**config.mk**
```make
export PLATFORM = sky130hd
export DESIGN_NAME = rom_top
export DESIGN_NICKNAME = d
export VERILOG_FILES = /design/src/hdl/rom_pkg.sv /design/src/hdl/rom_slot.sv /design/src/hdl/rom_arbiter.sv /design/src/hdl/rom_top.sv
export SDC_FILE = /design/constraint.sdc
export NUM_CORES = 1
export LEC_CHECK = 0
export BUFFER_PORTS_ARGS = -buffer_cell sky130_fd_sc_hd__buf_2
export CORE_AREA = 2 2 109 137
export DETAILED_ROUTE_END_ITERATION = 10
export DIE_AREA = 0 0 111 139
export GPL_ROUTABILITY_DRIVEN = 0
export HOLD_SLACK_MARGIN = 0.12
export MAX_ROUTING_LAYER = met4
export PLACE_DENSITY = 0.87
export SLEW_MARGIN = 20
export SYNTH_ARGS = -nofsm -noshare
export SYNTH_HDL_FRONTEND = slang
export SYNTH_SLANG_ARGS = --single-unit
```
**constraint.sdc**
```tcl
create_clock -name clk -period 11.6 [get_ports clk]
set_input_delay 1.16 -clock clk [delete_from_list [all_inputs] [get_ports clk]]
set_output_delay 1.16 -clock clk [all_outputs]
set_load 0.005 [all_outputs]
```
**src/hdl/rom_pkg.sv**
```systemverilog
// shared sdram word types, arbiter and slot state encodings, ready delay
package rom_pkg;

    // 22-bit word address on the sdram read port
    typedef logic [21:0] sdram_addr_t;

    // one sdram read returns a full 32-bit word
    typedef logic [31:0] sdram_data_t;

    // arbiter sequencing for one outstanding read
    typedef enum logic [1:0] {
        arb_idle      = 2'd0,   // nothing selected
        arb_wait_ack  = 2'd1,   // request raised, waiting for controller
        arb_wait_data = 2'd2    // accepted, waiting for data_rdy
    } arb_state_e;

    // tells whether the slot tag holds a real address
    typedef enum logic {
        slot_empty  = 1'b0,     // tag meaningless after reset
        slot_filled = 1'b1
    } slot_state_e;

    // cycles from leaving reset until ready goes high
    localparam int READY_DELAY = 4;

endpackage

```
**src/hdl/rom_slot.sv**
```systemverilog
// rom_slot: one read-only client slot with offset address and one-word cache
`timescale 1ns/10ps

module rom_slot #(
    parameter int                   DW     = 8,     // 8, 16 or 32
    parameter int                   AW     = 12,
    parameter rom_pkg::sdram_addr_t OFFSET = '0     // region start, in words
) (
    input  logic                 clk,
    input  logic                 rst_n,
    input  logic [AW-1:0]        addr,
    input  logic                 cs,
    input  logic                 sel,
    input  rom_pkg::sdram_data_t data_read,
    input  logic                 data_rdy,
    output logic [DW-1:0]        dout,
    output logic                 ok,
    output logic                 req,
    output rom_pkg::sdram_addr_t sdram_addr
);

    // address bits below the word boundary
    localparam int SHIFT = (DW == 8) ? 2 : ((DW == 16) ? 1 : 0);
    localparam int LW    = (SHIFT > 0) ? SHIFT : 1;

    rom_pkg::slot_state_e state;
    rom_pkg::sdram_addr_t word_addr;
    rom_pkg::sdram_addr_t tag;
    rom_pkg::sdram_data_t cache_data;
    rom_pkg::sdram_data_t src_word;
    rom_pkg::sdram_data_t lane_word;
    logic [LW-1:0]        lane;
    logic                 hit;
    logic                 fill;
    logic                 give;

    // word address inside this slot's region
    assign word_addr = OFFSET + rom_pkg::sdram_addr_t'(addr >> SHIFT);

    // lane index, always zero for 32-bit clients
    assign lane = (SHIFT > 0) ? addr[LW-1:0] : '0;

    assign fill = sel & data_rdy;   // our read is coming back

    assign hit  = (state == rom_pkg::slot_filled) && (tag == word_addr);

    // keep asking until the word is cached
    assign req        = cs & ~hit;
    assign sdram_addr = word_addr;

    // fresh data bypasses the cache so ok follows data_rdy by one cycle
    assign src_word  = fill ? data_read : cache_data;
    assign lane_word = src_word >> (DW * lane);   // little-endian lanes
    assign give      = cs & (hit | fill);

    always_ff @(posedge clk or negedge rst_n) begin
        if (!rst_n) begin
            state <= rom_pkg::slot_empty;
        end else if (fill) begin
            state <= rom_pkg::slot_filled;
        end
    end

    // cached word and its tag
    always_ff @(posedge clk) begin
        if (fill) begin
            cache_data <= data_read;
            tag        <= word_addr;
        end
    end

    always_ff @(posedge clk or negedge rst_n) begin
        if (!rst_n) begin
            ok <= 1'b0;
        end else begin
            ok <= give;
        end
    end

    // output lane registered together with ok
    always_ff @(posedge clk) begin
        if (give) begin
            dout <= lane_word[DW-1:0];
        end
    end

endmodule

```
**src/hdl/rom_arbiter.sv**
```systemverilog
// rom_arbiter: fixed-priority slot selection, sdram read request, refresh and ready
`timescale 1ns/10ps

module rom_arbiter #(
    parameter int NUM_SLOTS = 3
) (
    input  logic                                  clk,
    input  logic                                  rst_n,
    input  logic                                  vblank,
    input  logic                                  downloading,
    input  logic                                  loop_rst,
    input  logic [NUM_SLOTS-1:0]                  req,
    input  rom_pkg::sdram_addr_t [NUM_SLOTS-1:0]  slot_addr,
    output logic [NUM_SLOTS-1:0]                  sel,
    input  logic                                  sdram_ack,
    input  logic                                  data_rdy,
    output logic                                  sdram_req,
    output rom_pkg::sdram_addr_t                  sdram_addr,
    output logic                                  refresh_en,
    output logic                                  ready
);

    localparam int CW = $clog2(rom_pkg::READY_DELAY + 1);

    rom_pkg::arb_state_e  state;
    rom_pkg::arb_state_e  state_next;
    logic [NUM_SLOTS-1:0] active;
    logic [NUM_SLOTS-1:0] pick;
    rom_pkg::sdram_addr_t pick_addr;
    logic                 hold;
    logic                 can_sel;
    logic [CW-1:0]        ready_cnt;

    assign hold = loop_rst | downloading;   // keeps everything in reset state

    // the slot being served still has req up until its cache fills
    assign active = req & ~sel;

    // lowest index wins, so scan downwards and let the last hit stay
    always_comb begin
        pick      = '0;
        pick_addr = slot_addr[0];
        for (int i = NUM_SLOTS - 1; i >= 0; i--) begin
            if (active[i]) begin
                pick      = '0;
                pick[i]   = 1'b1;
                pick_addr = slot_addr[i];
            end
        end
    end

    // new pick when idle or when the current read completes
    assign can_sel = (state == rom_pkg::arb_idle) ||
                     (state == rom_pkg::arb_wait_data && data_rdy);

    always_comb begin
        state_next = state;
        case (state)
            rom_pkg::arb_idle: begin
                if (|active) state_next = rom_pkg::arb_wait_ack;
            end
            rom_pkg::arb_wait_ack: begin
                if (sdram_ack) state_next = rom_pkg::arb_wait_data;
            end
            rom_pkg::arb_wait_data: begin
                if (data_rdy) begin   // back to back if another slot waits
                    state_next = (|active) ? rom_pkg::arb_wait_ack : rom_pkg::arb_idle;
                end
            end
            default: state_next = rom_pkg::arb_idle;
        endcase
    end

    always_ff @(posedge clk or negedge rst_n) begin
        if (!rst_n) begin
            state      <= rom_pkg::arb_idle;
            sel        <= '0;
            sdram_req  <= 1'b0;
            refresh_en <= 1'b1;
        end else if (hold) begin
            state      <= rom_pkg::arb_idle;
            sel        <= '0;
            sdram_req  <= 1'b0;
            refresh_en <= 1'b1;
        end else begin
            state      <= state_next;
            refresh_en <= vblank && (state_next == rom_pkg::arb_idle);
            if (can_sel) begin
                sel       <= pick;
                sdram_req <= |active;
            end else if (state == rom_pkg::arb_wait_ack && sdram_ack) begin
                sdram_req <= 1'b0;   // drops the cycle after ack
            end
        end
    end

    // address latched with the selection, stable while the request is up
    always_ff @(posedge clk) begin
        if (!hold && can_sel && |active) begin
            sdram_addr <= pick_addr;
        end
    end

    // ready comes READY_DELAY cycles after the last reset source goes away
    always_ff @(posedge clk or negedge rst_n) begin
        if (!rst_n) begin
            ready_cnt <= '0;
            ready     <= 1'b0;
        end else if (hold) begin
            ready_cnt <= '0;
            ready     <= 1'b0;
        end else if (!ready) begin
            ready_cnt <= ready_cnt + 1'b1;
            ready     <= (ready_cnt == CW'(rom_pkg::READY_DELAY - 1));
        end
    end

endmodule

```
**src/hdl/rom_top.sv**
```systemverilog
// rom_top: three rom_slot clients sharing one sdram read port through rom_arbiter
`timescale 1ns/10ps

module rom_top #(
    parameter int                   SLOT0_DW     = 8,
    parameter int                   SLOT1_DW     = 16,
    parameter int                   SLOT2_DW     = 32,
    parameter int                   SLOT0_AW     = 14,   // 16 kB in bytes
    parameter int                   SLOT1_AW     = 13,   // 16 kB in halfwords
    parameter int                   SLOT2_AW     = 12,   // 16 kB in words
    parameter rom_pkg::sdram_addr_t SLOT0_OFFSET = 22'h0,
    parameter rom_pkg::sdram_addr_t SLOT1_OFFSET = 22'h1000,
    parameter rom_pkg::sdram_addr_t SLOT2_OFFSET = 22'h2000
) (
    input  logic                 clk,
    input  logic                 rst_n,

    input  logic [SLOT0_AW-1:0]  slot0_addr,
    input  logic                 slot0_cs,
    output logic [SLOT0_DW-1:0]  slot0_dout,
    output logic                 slot0_ok,

    input  logic [SLOT1_AW-1:0]  slot1_addr,
    input  logic                 slot1_cs,
    output logic [SLOT1_DW-1:0]  slot1_dout,
    output logic                 slot1_ok,

    input  logic [SLOT2_AW-1:0]  slot2_addr,
    input  logic                 slot2_cs,
    output logic [SLOT2_DW-1:0]  slot2_dout,
    output logic                 slot2_ok,

    input  logic                 vblank,
    input  logic                 downloading,
    input  logic                 loop_rst,

    // sdram controller side
    input  logic                 sdram_ack,
    input  logic                 data_rdy,
    input  rom_pkg::sdram_data_t data_read,
    output logic                 sdram_req,
    output rom_pkg::sdram_addr_t sdram_addr,
    output logic                 refresh_en,
    output logic                 ready
);

    logic [2:0]                 req;
    logic [2:0]                 sel;          // one-hot grant
    rom_pkg::sdram_addr_t [2:0] slot_addr;    // per-slot word addresses

    rom_slot #(
        .DW     (SLOT0_DW),
        .AW     (SLOT0_AW),
        .OFFSET (SLOT0_OFFSET)
    ) u_slot0 (
        .clk        (clk),
        .rst_n      (rst_n),
        .addr       (slot0_addr),
        .cs         (slot0_cs),
        .sel        (sel[0]),
        .data_read  (data_read),
        .data_rdy   (data_rdy),
        .dout       (slot0_dout),
        .ok         (slot0_ok),
        .req        (req[0]),
        .sdram_addr (slot_addr[0])
    );

    rom_slot #(
        .DW     (SLOT1_DW),
        .AW     (SLOT1_AW),
        .OFFSET (SLOT1_OFFSET)
    ) u_slot1 (
        .clk        (clk),
        .rst_n      (rst_n),
        .addr       (slot1_addr),
        .cs         (slot1_cs),
        .sel        (sel[1]),
        .data_read  (data_read),
        .data_rdy   (data_rdy),
        .dout       (slot1_dout),
        .ok         (slot1_ok),
        .req        (req[1]),
        .sdram_addr (slot_addr[1])
    );

    rom_slot #(
        .DW     (SLOT2_DW),
        .AW     (SLOT2_AW),
        .OFFSET (SLOT2_OFFSET)
    ) u_slot2 (
        .clk        (clk),
        .rst_n      (rst_n),
        .addr       (slot2_addr),
        .cs         (slot2_cs),
        .sel        (sel[2]),
        .data_read  (data_read),
        .data_rdy   (data_rdy),
        .dout       (slot2_dout),
        .ok         (slot2_ok),
        .req        (req[2]),
        .sdram_addr (slot_addr[2])
    );

    // slot 0 has the highest priority
    rom_arbiter #(
        .NUM_SLOTS (3)
    ) u_arb (
        .clk         (clk),
        .rst_n       (rst_n),
        .vblank      (vblank),
        .downloading (downloading),
        .loop_rst    (loop_rst),
        .req         (req),
        .slot_addr   (slot_addr),
        .sel         (sel),
        .sdram_ack   (sdram_ack),
        .data_rdy    (data_rdy),
        .sdram_req   (sdram_req),
        .sdram_addr  (sdram_addr),
        .refresh_en  (refresh_en),
        .ready       (ready)
    );

endmodule

```
==> results of run 1 <==
-- cell families after synthesis --
group | after synthesis | share of synthesized area (%)
AOI/OAI and AO/OA | 40 | 4.68
xor gates and xnor gates | 37 | 3.95
adders and majority gates | 2 | 0.305
buffers and inverters | 34 | 2.45
DFF | 219 | 67.4
muxes | 122 | 17.8
other | 1 | 0.0457
and+or+nand+nor | 46 | 3.41
-- worst max-delay path by stage --
stage	start	to	slack (ns)	depth (start not counted)
2_1_floorplan	slot2_addr[2]	u_slot2.dout[0]	6.79	4
3_3_place_gp	data_rdy	u_slot1.dout[3]	7.85	4
3_5_place_dp	data_rdy	u_slot1.dout[1]	7.74	4
4_1_cts	data_rdy	u_slot1.dout[4]	8.24	4
5_1_grt	data_rdy	u_slot1.dout[2]	8.18	4
6_report	data_rdy	u_slot1.dout[4]	8.36	4
-- power groups by stage --
| stage | combinational, mW | sequential [mW] | clock [mW] |
|---|---|---|---|
| after floorplan | 0.159 | 0.959 | 0 |
| after global placement | 0.200 | 0.962 | 0 |
| after detailed placement | 0.215 | 0.969 | 0 |
| after CTS | 0.217 | 0.953 | 0.651 |
| after global routing | 0.236 | 0.961 | 0.678 |
| final | 0.216 | 0.952 | 0.639 |
-- placed cells by master, fill, tap and decap left out, drive strengths merged, types with 2 or more instances in the layout --
cell type	count
a2bb2oi	11
mux2	112
ha	2
dfxtp	96
mux2i	2
nor4	2
o22ai	12
clkinv	3
buf	158
or2	3
nand4	6
edfxtp	106
nand2b	5
a21oi	6
mux4	8
o21a	3
nand3b	2
conb	8
inv	7
xnor2	36
dfrtp	16
nand2	7
clkbuf	31
nor2	10
nand3	6
-- state kept, by name (all words and copies together) (netlist names), 2 cells and up --
register,count
u_arb.state,2
u_slot0.tag,12
u_slot1.cache_data,32
u_arb.sdram_addr,14
u_slot0.dout,8
u_arb.sel,3
u_arb.ready_cnt,3
u_slot1.tag,12
u_slot2.dout,32
u_slot1.dout,16
u_slot2.tag,12
u_slot0.cache_data,32
u_slot2.cache_data,32
-- per-layer routing --
metal  routed length, um  up-vias
met5                   0        -
met1                6640     2318
met4                 459        0
met3                1230       31
li1                    -     2155
met2                9050      182
-- cell type report --
class / instances / area (um^2)
clock inverter: 6 / 60.1
sequential: 219 / 5530
multi-input combinational: 255 / 2540
clock buffer: 31 / 583
tap: 178 / 223
timing repair buffer: 158 / 796
inverter: 6 / 22.5
fill: 980 / 4410
-- through the flow --
step                      total power [mW]  std cells  setup slack, ns
after floorplan                       1.12        508             6.79
after global placement                1.16        816             7.85
after detailed placement              1.18        816             7.74
after CTS                             1.82        853             8.24
after global routing                  1.88        853             8.18
final                                 1.81        853             8.36
==> results.yml, run 1 <==
floorplanning:
  rows: 49
  initial_utilization_pct: 58.0
  coreArea_um2: 14200
  die_y_um: 139
  pin_count: 165
  die-width_um: 111
  die_area_um2: 15400
yosys:
  synth.top_cell.area_share_pct: 38.8
  synth_warnings: 0
  yosysUniqueCellTypes: 48
  async_reset_ff_share_pct: 7.76
  seq_area_frac_synth_pct: 67.4
  synth_cells: 501
  synthTopCellsByArea: "edfxtp_1 39%, dfxtp_1 23%, mux2_2 15%"
  synthTopCellsByCount: "112 x mux2_2, 106 x edfxtp_1, 96 x dfxtp_1"
  synth.avg_cell_area_um2: 16.4
  yosysTopAreaCell: "edfxtp_1"
  syn_area_um2: 8210
  yosysMostFrequentCell: "mux2_2"
  synth-seq-cells: 219
  ys_dominant_reg_cell: "edfxtp_1"
  synth_edf_count: 106
setup_path:
  cp_cell_sequence: "buf_2 > nand2_2 > inv_1 > o21a_1"
  critPathTopFamily: "compound AO/OA/AOI/OAI gates"
  crit_buf_inv: 2
  rr_endpoint: "u_slot1.dout[4]"
  cp.required_ns: 11.70
  crit_arrival_ns: 3.33
  cp_slowest_cell: "o21a_1"
  reg2reg_depth: 3
  cp_max_fo: 34
  critPathMaxStageDelay_ns: 0.87
  r2r_start: "u_arb.sel[1]"
  cp-start-kind: "primary input"
  end_kind: "flip-flop"
  rrSetupSlack_ns: 8.80
  path_class: "in -> reg"
place:
  port_buffers: 156
  dp_hpwl_um: 12200
  place_area_um2: 9100
clock_network:
  clk_latency_ns: 0.48
  htreeDepth: 1
  path_clk_slew_ns: 0.06
  cts_made_buffers: 21
  clk_path_buf_depth: 3
  clock-sinks: 219
  ctsRootBufferMaster: "clkbuf_16"
  cts_resized: 0
  ctsHoldBuffers: 0
  cts_tree: "built"
  post_cts_buffers: 0
global_route:
  gr-usage-met3_pct: 4.15
  grtUsageTotal_pct: 23.0
  grt_util_met2_pct: 41.0
  grtUsageMet1_pct: 26.5
  overflow: 0
  globalRoute.busiestLayer: "met2"
  grt_start_max_net_pins: 44
  grt_pass1_vias: 5153
  antenna_found_initial: 0
  grt_pass1_wl_um: 27200
power:
  intPower_mw: 1.42
  sw_frac_of_total_pct: 21.4
  comb_power_share_pct: 11.9
  switchingPower_mw: 0.387
  p_leak_nw: 3.87
  power_frac_seq_pct: 52.7
  vdd_drop_max_mv: 0.149
  power_density_nw_per_um2: 185
  clkPwrFrac_pct: 35.4
layout:
  stdcell_area_um2: 9750
  final_util_pct: 68.9
  final_nets: 744
  drive_above_1_share_pct: 49.2
  syn2layout_area_growth_pct: 18.8
  n_antenna_cell: 0
sta:
  fin_crit_sh_pct: 27.9
  slew_violations: 0
  fmax_mhz: 309
  worst_slew_pin_slew_ns: 1.06
  hold_violations: 0
  skew_ns: 0.0112
  finalCriticalPeriod_ns: 3.24
  relSlewSlack_pct: 29.1
  whs_ns: 0.467
  finalSetupViolations: 0
  tns_ns: 0
  rsz0062_at_grt: "false"
flow_run:
  max-cap-violations: 0
drt:
  first_iter_violations: 308
  drtPass1Iterations: 5
  wl_per_cell_um: 20.4
  drc_errors: 0
  vias_per_cell: 5.49
  antenna_left: 0
  drt-total-wl_um: 17400
  num_vias: 4686
run_status:
  outcome: "finished clean"
worst_hold_path:
  hold_depth: 1
  hold_path.class: "reg -> reg"
  min_to: "u_slot1.cache_data[10]"
  min-delay-start: "u_slot1.cache_data[10]"
(Power assumes the default switching activity.)
==> run 2, diff against run 1 <==
--- a/config.mk
+++ b/config.mk
@@ -6,13 +6,13 @@
 export NUM_CORES = 1
 export LEC_CHECK = 0
 export BUFFER_PORTS_ARGS = -buffer_cell sky130_fd_sc_hd__buf_2
-export CORE_AREA = 2 2 109 137
+export CORE_AREA = 2 2 114 143
 export DETAILED_ROUTE_END_ITERATION = 10
-export DIE_AREA = 0 0 111 139
+export DIE_AREA = 0 0 116 145
 export GPL_ROUTABILITY_DRIVEN = 0
 export HOLD_SLACK_MARGIN = 0.12
 export MAX_ROUTING_LAYER = met4
-export PLACE_DENSITY = 0.87
+export PLACE_DENSITY = 0.8
 export SLEW_MARGIN = 20
 export SYNTH_ARGS = -nofsm -noshare
 export SYNTH_HDL_FRONTEND = slang
==> constraint.sdc (replaced) <==
create_clock -name clk -period 2.99 [get_ports clk]
set_input_delay 0.299 -clock clk [delete_from_list [all_inputs] [get_ports clk]]
set_output_delay 0.299 -clock clk [all_outputs]
set_load 0.005 [all_outputs]
==> run 2 against run 1 <==
  * Non-clock buffer count up 73
  * Sequential share of layout area down 4.1 points
  * Critical path depth up 4
  * Setup slack worse by 7.9 ns
  * Count of clock-buffer cells in the layout unchanged
  * Die area up 9.0%
  * Sequential power rose to 3.9 times the previous value
  * Flip-flop and latch count unchanged
==> results.yml, run 2 (synthesis gave the netlist of run 1 again) <==
global_route:
  grt_start_max_net_pins: 34
  grtUsageTotal_pct: 23.0
  grt_pass1_vias: 5568
  grt_pass1_wl_um: 28900
  antenna_found_initial: 0
  overflow: 0
drt:
  num_vias: 5018
  antenna_left: 0
  drc_errors: 0
  drt-total-wl_um: 19000
  first_iter_violations: 224
  vias_per_cell: 5.23
  drtPass1Iterations: 4
  wl_per_cell_um: 19.8
layout:
  n_antenna_cell: 0
  final_common_cell: "buf_2"
  syn2layout_area_growth_pct: 28.1
  drive_above_1_share_pct: 45.3
  final_nets: 817
  final_cell_mix: "156 x buf_2, 112 x mux2_2, 106 x edfxtp_1"
clock_network:
  cts_resized: 0
  cts_made_buffers: 21
  cts_tree: "built"
  htreeDepth: 1
  clock-sinks: 219
  clk_path_buf_depth: 3
  path_clk_slew_ns: 0.06
  post_cts_buffers: 0
  ctsRootBufferMaster: "clkbuf_16"
  clk_latency_ns: 0.49
power:
  power_density_nw_per_um2: 679
  sw_frac_of_total_pct: 21.7
  vdd_drop_max_mv: 0.569
  switchingPower_mw: 1.55
  intPower_mw: 5.59
  comb_power_share_pct: 12.8
  p_leak_nw: 4.19
  power_frac_seq_pct: 51.7
  clkPwrFrac_pct: 35.5
place:
  port_buffers: 156
  dp_hpwl_um: 11900
sta:
  whs_ns: 0.122
  relSlewSlack_pct: 42.1
  skew_ns: 0.0174
  worst_slew_pin_slew_ns: 0.868
  rsz0062_at_grt: "false"
  fmax_mhz: 391
  finalCriticalPeriod_ns: 2.56
  finalSetupViolations: 0
  slew_violations: 0
  hold_violations: 0
  fin_crit_sh_pct: 85.5
  tns_ns: 0
run_status:
  outcome: "finished clean"
floorplanning:
  pin_count: 165
  die-width_um: 116
  die_y_um: 145
  initial_utilization_pct: 53.2
  coreArea_um2: 15400
  rows: 51
  die_area_um2: 16800
worst_hold_path:
  hold_path.class: "in -> reg"
  min-delay-start: "data_read[0]"
setup_path:
  cp-start-kind: "primary input"
  critPathMaxStageDelay_ns: 0.67
  end_kind: "flip-flop"
  cp_slowest_cell: "a21oi_2"
  rrSetupSlack_ns: 0.53
  cp_cell_sequence: "dlygate4sd3_1 > buf_2 > xnor2_1 > nand4_1 > nor4_2 > nor3b_2 > a21oi_2 > o2bb2a_2"
  crit_arrival_ns: 2.91
  r2r_start: "u_slot1.tag[2]"
  startpoint: "slot0_addr[2]"
  cp.required_ns: 3.34
  cp_max_fo: 12
  critPathTopFamily: "compound AO/OA/AOI/OAI gates"
  path_class: "in -> reg"
  crit_buf_inv: 2
flow_run:
  max-cap-violations: 0
-- run 2: changes by cell type in the layout (fill, tap and decap cells not counted), sizes merged --
| cell | change |
|---|---|
| dlygate4sd3 | +67 |
| buf | +6 |
| clkinv | +1 |
| inv | -1 |
-- run 2: power groups by stage --
stage | registers (mW) | clock network (mW) | logic (mW)
2_1_floorplan | 3.72 | 0 | 0.616
3_3_place_gp | 3.73 | 0 | 0.788
3_5_place_dp | 3.75 | 0 | 0.832
4_1_cts | 3.69 | 2.57 | 0.904
5_1_grt | 3.73 | 2.69 | 0.994
6_report | 3.69 | 2.53 | 0.916
-- run 2: final timing paths --
kind / depth (start not counted) / endpoint
worst max-delay path: 8 / u_arb.sdram_addr[10]
worst min-delay path: 2 / u_slot2.cache_data[0]
worst max register to register: 6 / u_arb.sdram_addr[10]
worst min register to register: 1 / u_slot1.cache_data[30]
max in group asynchronous: 2 / u_arb.refresh_en
min in group asynchronous: 2 / u_slot2.ok
-- run 2: what timing repair did --
item / CTS / global route
hold endpoints to repair: 132 / 2
endpoints found under the setup margin: 0 / 0
hold buffers: 66 / 1
-- run 2: layout make-up --
class	count	area [um^2]
Clock buffer	31	593
Clock inverter	6	57.6
Fill cell	1051	4930
Inverter	6	22.5
Multi-Input combinational cell	255	2530
Sequential cell	219	5530
Tap cell	212	265
Timing Repair Buffer	231	1510
-- run 2: routing by layer --
layer | vias to the layer above | GRT usage (%) | routed length, um
met2 | 205 | 41.0 | 9980
met5 | - | - | 0
met1 | 2461 | 23.7 | 6880
li1 | 2305 | - | -
met4 | 0 | 11.3 | 963
met3 | 47 | 4.47 | 1160
-- run 2: metrics by stage --
stage	instance area (um^2)	util [%]	instances	setup WS (ns)	power, mW
CTS	10500	68.0	959	0.303	7.17
global placement	9180	59.5	856	0.502	4.52
floorplan	8240	-	508	0.237	4.33
global route	10500	68.1	960	0.238	7.41
finish	10500	68.1	960	0.434	7.14
detailed placement	9180	59.5	856	0.356	4.58
==> run 3, diff against run 2 <==
--- a/config.mk
+++ b/config.mk
@@ -7,6 +7,7 @@
 export LEC_CHECK = 0
 export BUFFER_PORTS_ARGS = -buffer_cell sky130_fd_sc_hd__buf_2
 export CORE_AREA = 2 2 114 143
+export CTS_CLUSTER_SIZE = 14
 export DETAILED_ROUTE_END_ITERATION = 10
 export DIE_AREA = 0 0 116 145
 export GPL_ROUTABILITY_DRIVEN = 0
==> constraint.sdc (replaced) <==
create_clock -name clk -period 2.6 [get_ports clk]
set_input_delay 0.26 -clock clk [delete_from_list [all_inputs] [get_ports clk]]
set_output_delay 0.26 -clock clk [all_outputs]
set_load 0.005 [all_outputs]
==> run 3 against run 2 <==
  * Sequential share of layout area fell by 1.4 points
  * Power increased by 19%
  * Sequential power grew 15%
  * Design area rose by 2.8%
  * Largest cell class unchanged
  * Count of clock-buffer cells in the layout unchanged
  * Hold slack improved by 0.040 ns
  * Wire length increased by 5.5%
  * Via count up 4.3%
  * Flip-flop and latch count unchanged
  * Register-to-register slack worse by 0.43 ns
  * Global-route usage up 1.4 points
==> results.yml, run 3 (synthesis gave the netlist of run 1 again) <==
run_status:
  outcome: "finished clean"
sta:
  fin_ws_ns: 0.0405
  finalCriticalPeriod_ns: 2.56
  fmax_mhz: 391
  relSlewSlack_pct: 62.5
  slew_violations: 0
  skew_ns: 0.0134
  finalSetupViolations: 0
  worst_slew_pin_slew_ns: 0.560
  fin_crit_sh_pct: 98.4
  hold_violations: 0
  tns_ns: 0
global_route:
  overflow: 0
  antenna_found_initial: 0
  grt_pass1_wl_um: 30600
  grt_start_max_net_pins: 35
  grtUsageTotal_pct: 24.4
  grt_pass1_vias: 5632
layout:
  fill_cells: 1043
  syn2layout_area_growth_pct: 31.7
  final_nets: 831
  drive_above_1_share_pct: 46.5
  stdcell_area_um2: 10800
  final_common_cell: "buf_2"
  regArea_um2: 5530
  n_antenna_cell: 0
  final_cell_mix: "156 x buf_2, 112 x mux2_2, 106 x edfxtp_1"
  multiInputGateArea_um2: 2570
clock_network:
  clk_path_buf_depth: 3
  clk_latency_ns: 0.50
  clock-sinks: 219
  cts_tree: "built"
  cts_made_buffers: 22
  ctsRootBufferMaster: "clkbuf_16"
  htreeDepth: 1
  path_clk_slew_ns: 0.06
place:
  pre_cts_ws_ns: -0.0131
  place_area_um2: 9260
  port_buffers: 156
  dp_hpwl_um: 12000
drt:
  drc_errors: 0
  top_layer: "met4"
  antenna_left: 0
  route.met3.wl_um: 1580
  met1_length_um: 7480
  met2_length_um: 10100
  first_iter_violations: 343
  drtPass1Iterations: 5
  vias_per_cell: 5.36
  num_vias: 5236
  drt-total-wl_um: 20000
  wl_per_cell_um: 20.5
power:
  p_leak_nw: 4.35
  switchingPower_mw: 1.87
  clkPwrFrac_pct: 37.1
  sw_frac_of_total_pct: 22.0
  power_density_nw_per_um2: 787
  vdd_drop_max_mv: 0.563
  intPower_mw: 6.64
  power_frac_seq_pct: 50.0
  comb_power_share_pct: 12.9
setup_path:
  path_class: "in -> reg"
  end_kind: "flip-flop"
  r2r_start: "u_slot1.tag[3]"
  cp_max_fo: 13
  crit_arrival_ns: 2.80
  startpoint: "slot0_addr[6]"
  cp-start-kind: "primary input"
  cp.required_ns: 2.84
flow_run:
  max-cap-violations: 0
floorplanning:
  rows: 51
  pin_count: 165
  coreArea_um2: 15400
  initial_utilization_pct: 53.2
  die_area_um2: 16800
  die-width_um: 116
  die_y_um: 145
worst_hold_path:
  min-delay-start: "downloading"
  hold_path.class: "in -> reg"
run 3: cell count changes in the layout (fill, tap and decap cells not counted), moves of 2 or more:
cell,before,now
buf_12,0,5
buf_4,8,10
clkbuf_1,7,4
clkbuf_16,21,24
dlygate4sd3_1,67,73
xnor2_1,36,33
xnor2_2,0,3
run 3: layout make-up:
cell class,count,share of cell area [%]
sequential,219,51.2
clock buffer,31,6.07
tap,212,2.45
inverter,6,0.208
multi-input combinational,255,23.8
timing repair buffer,244,15.6
clock inverter,9,0.717
run 3: repair_timing:
item | CTS | global route
endpoints found under the setup margin | 14 | 29
cloned | 0 | 0
resized for setup | 1 | 5
pin swaps | 0 | 2
hold buffers | 73 | 0
setup buffers | 0 | 4
hold endpoints to repair | 169 | 0
run 3: layer usage:
layer | vias up | track usage [%]
li1 | 2332 | -
met1 | 2544 | 27.7
met2 | 286 | 40.7
met3 | 74 | 6.14
met4 | 0 | 10.7
met5 | - | -
run 3: path summary, 6_finish.rpt:
check	endpoint	slack, ns	cells after the start
min reg2reg	u_slot1.cache_data[13]	0.47	1
max reg2reg	u_arb.sdram_addr[6]	0.10	8
min in group asynchronous	u_arb.state[0]	0.24	2
min	u_arb.sdram_req	0.16	3
max	u_arb.sdram_addr[10]	0.04	8
max in group asynchronous	u_arb.refresh_en	2.04	2
run 3: power groups by stage:
stage	clock network (mW)	registers (mW)	logic, mW
detailed placement	0	4.32	0.963
finish	3.16	4.25	1.10
global placement	0	4.29	0.904
floorplan	0	4.28	0.709
global route	3.34	4.29	1.19
CTS	3.20	4.25	1.06
run 3: worst max-delay path, stage by stage:
cell and delay (ns):
dlygate4sd3_1 0.61, buf_2 0.19, xnor2_2 0.25, nand3_1 0.26, nor4_4 0.44, or3b_1 0.26
buf_4 0.28, o2bb2a_2 0.25
run 3: metrics by stage:
stage | power (mW) | utilization [%] | instances | hold slack, ns
2_1_floorplan | 4.99 | - | 508 | -0.0356
3_5_place_dp | 5.28 | 59.9 | 859 | 0.222
4_1_cts | 8.51 | 69.5 | 972 | 0.125
5_1_grt | 8.82 | 70.0 | 976 | 0.151
3_3_place_gp | 5.20 | 59.9 | 859 | 0.210
6_report | 8.51 | 70.0 | 976 | 0.161
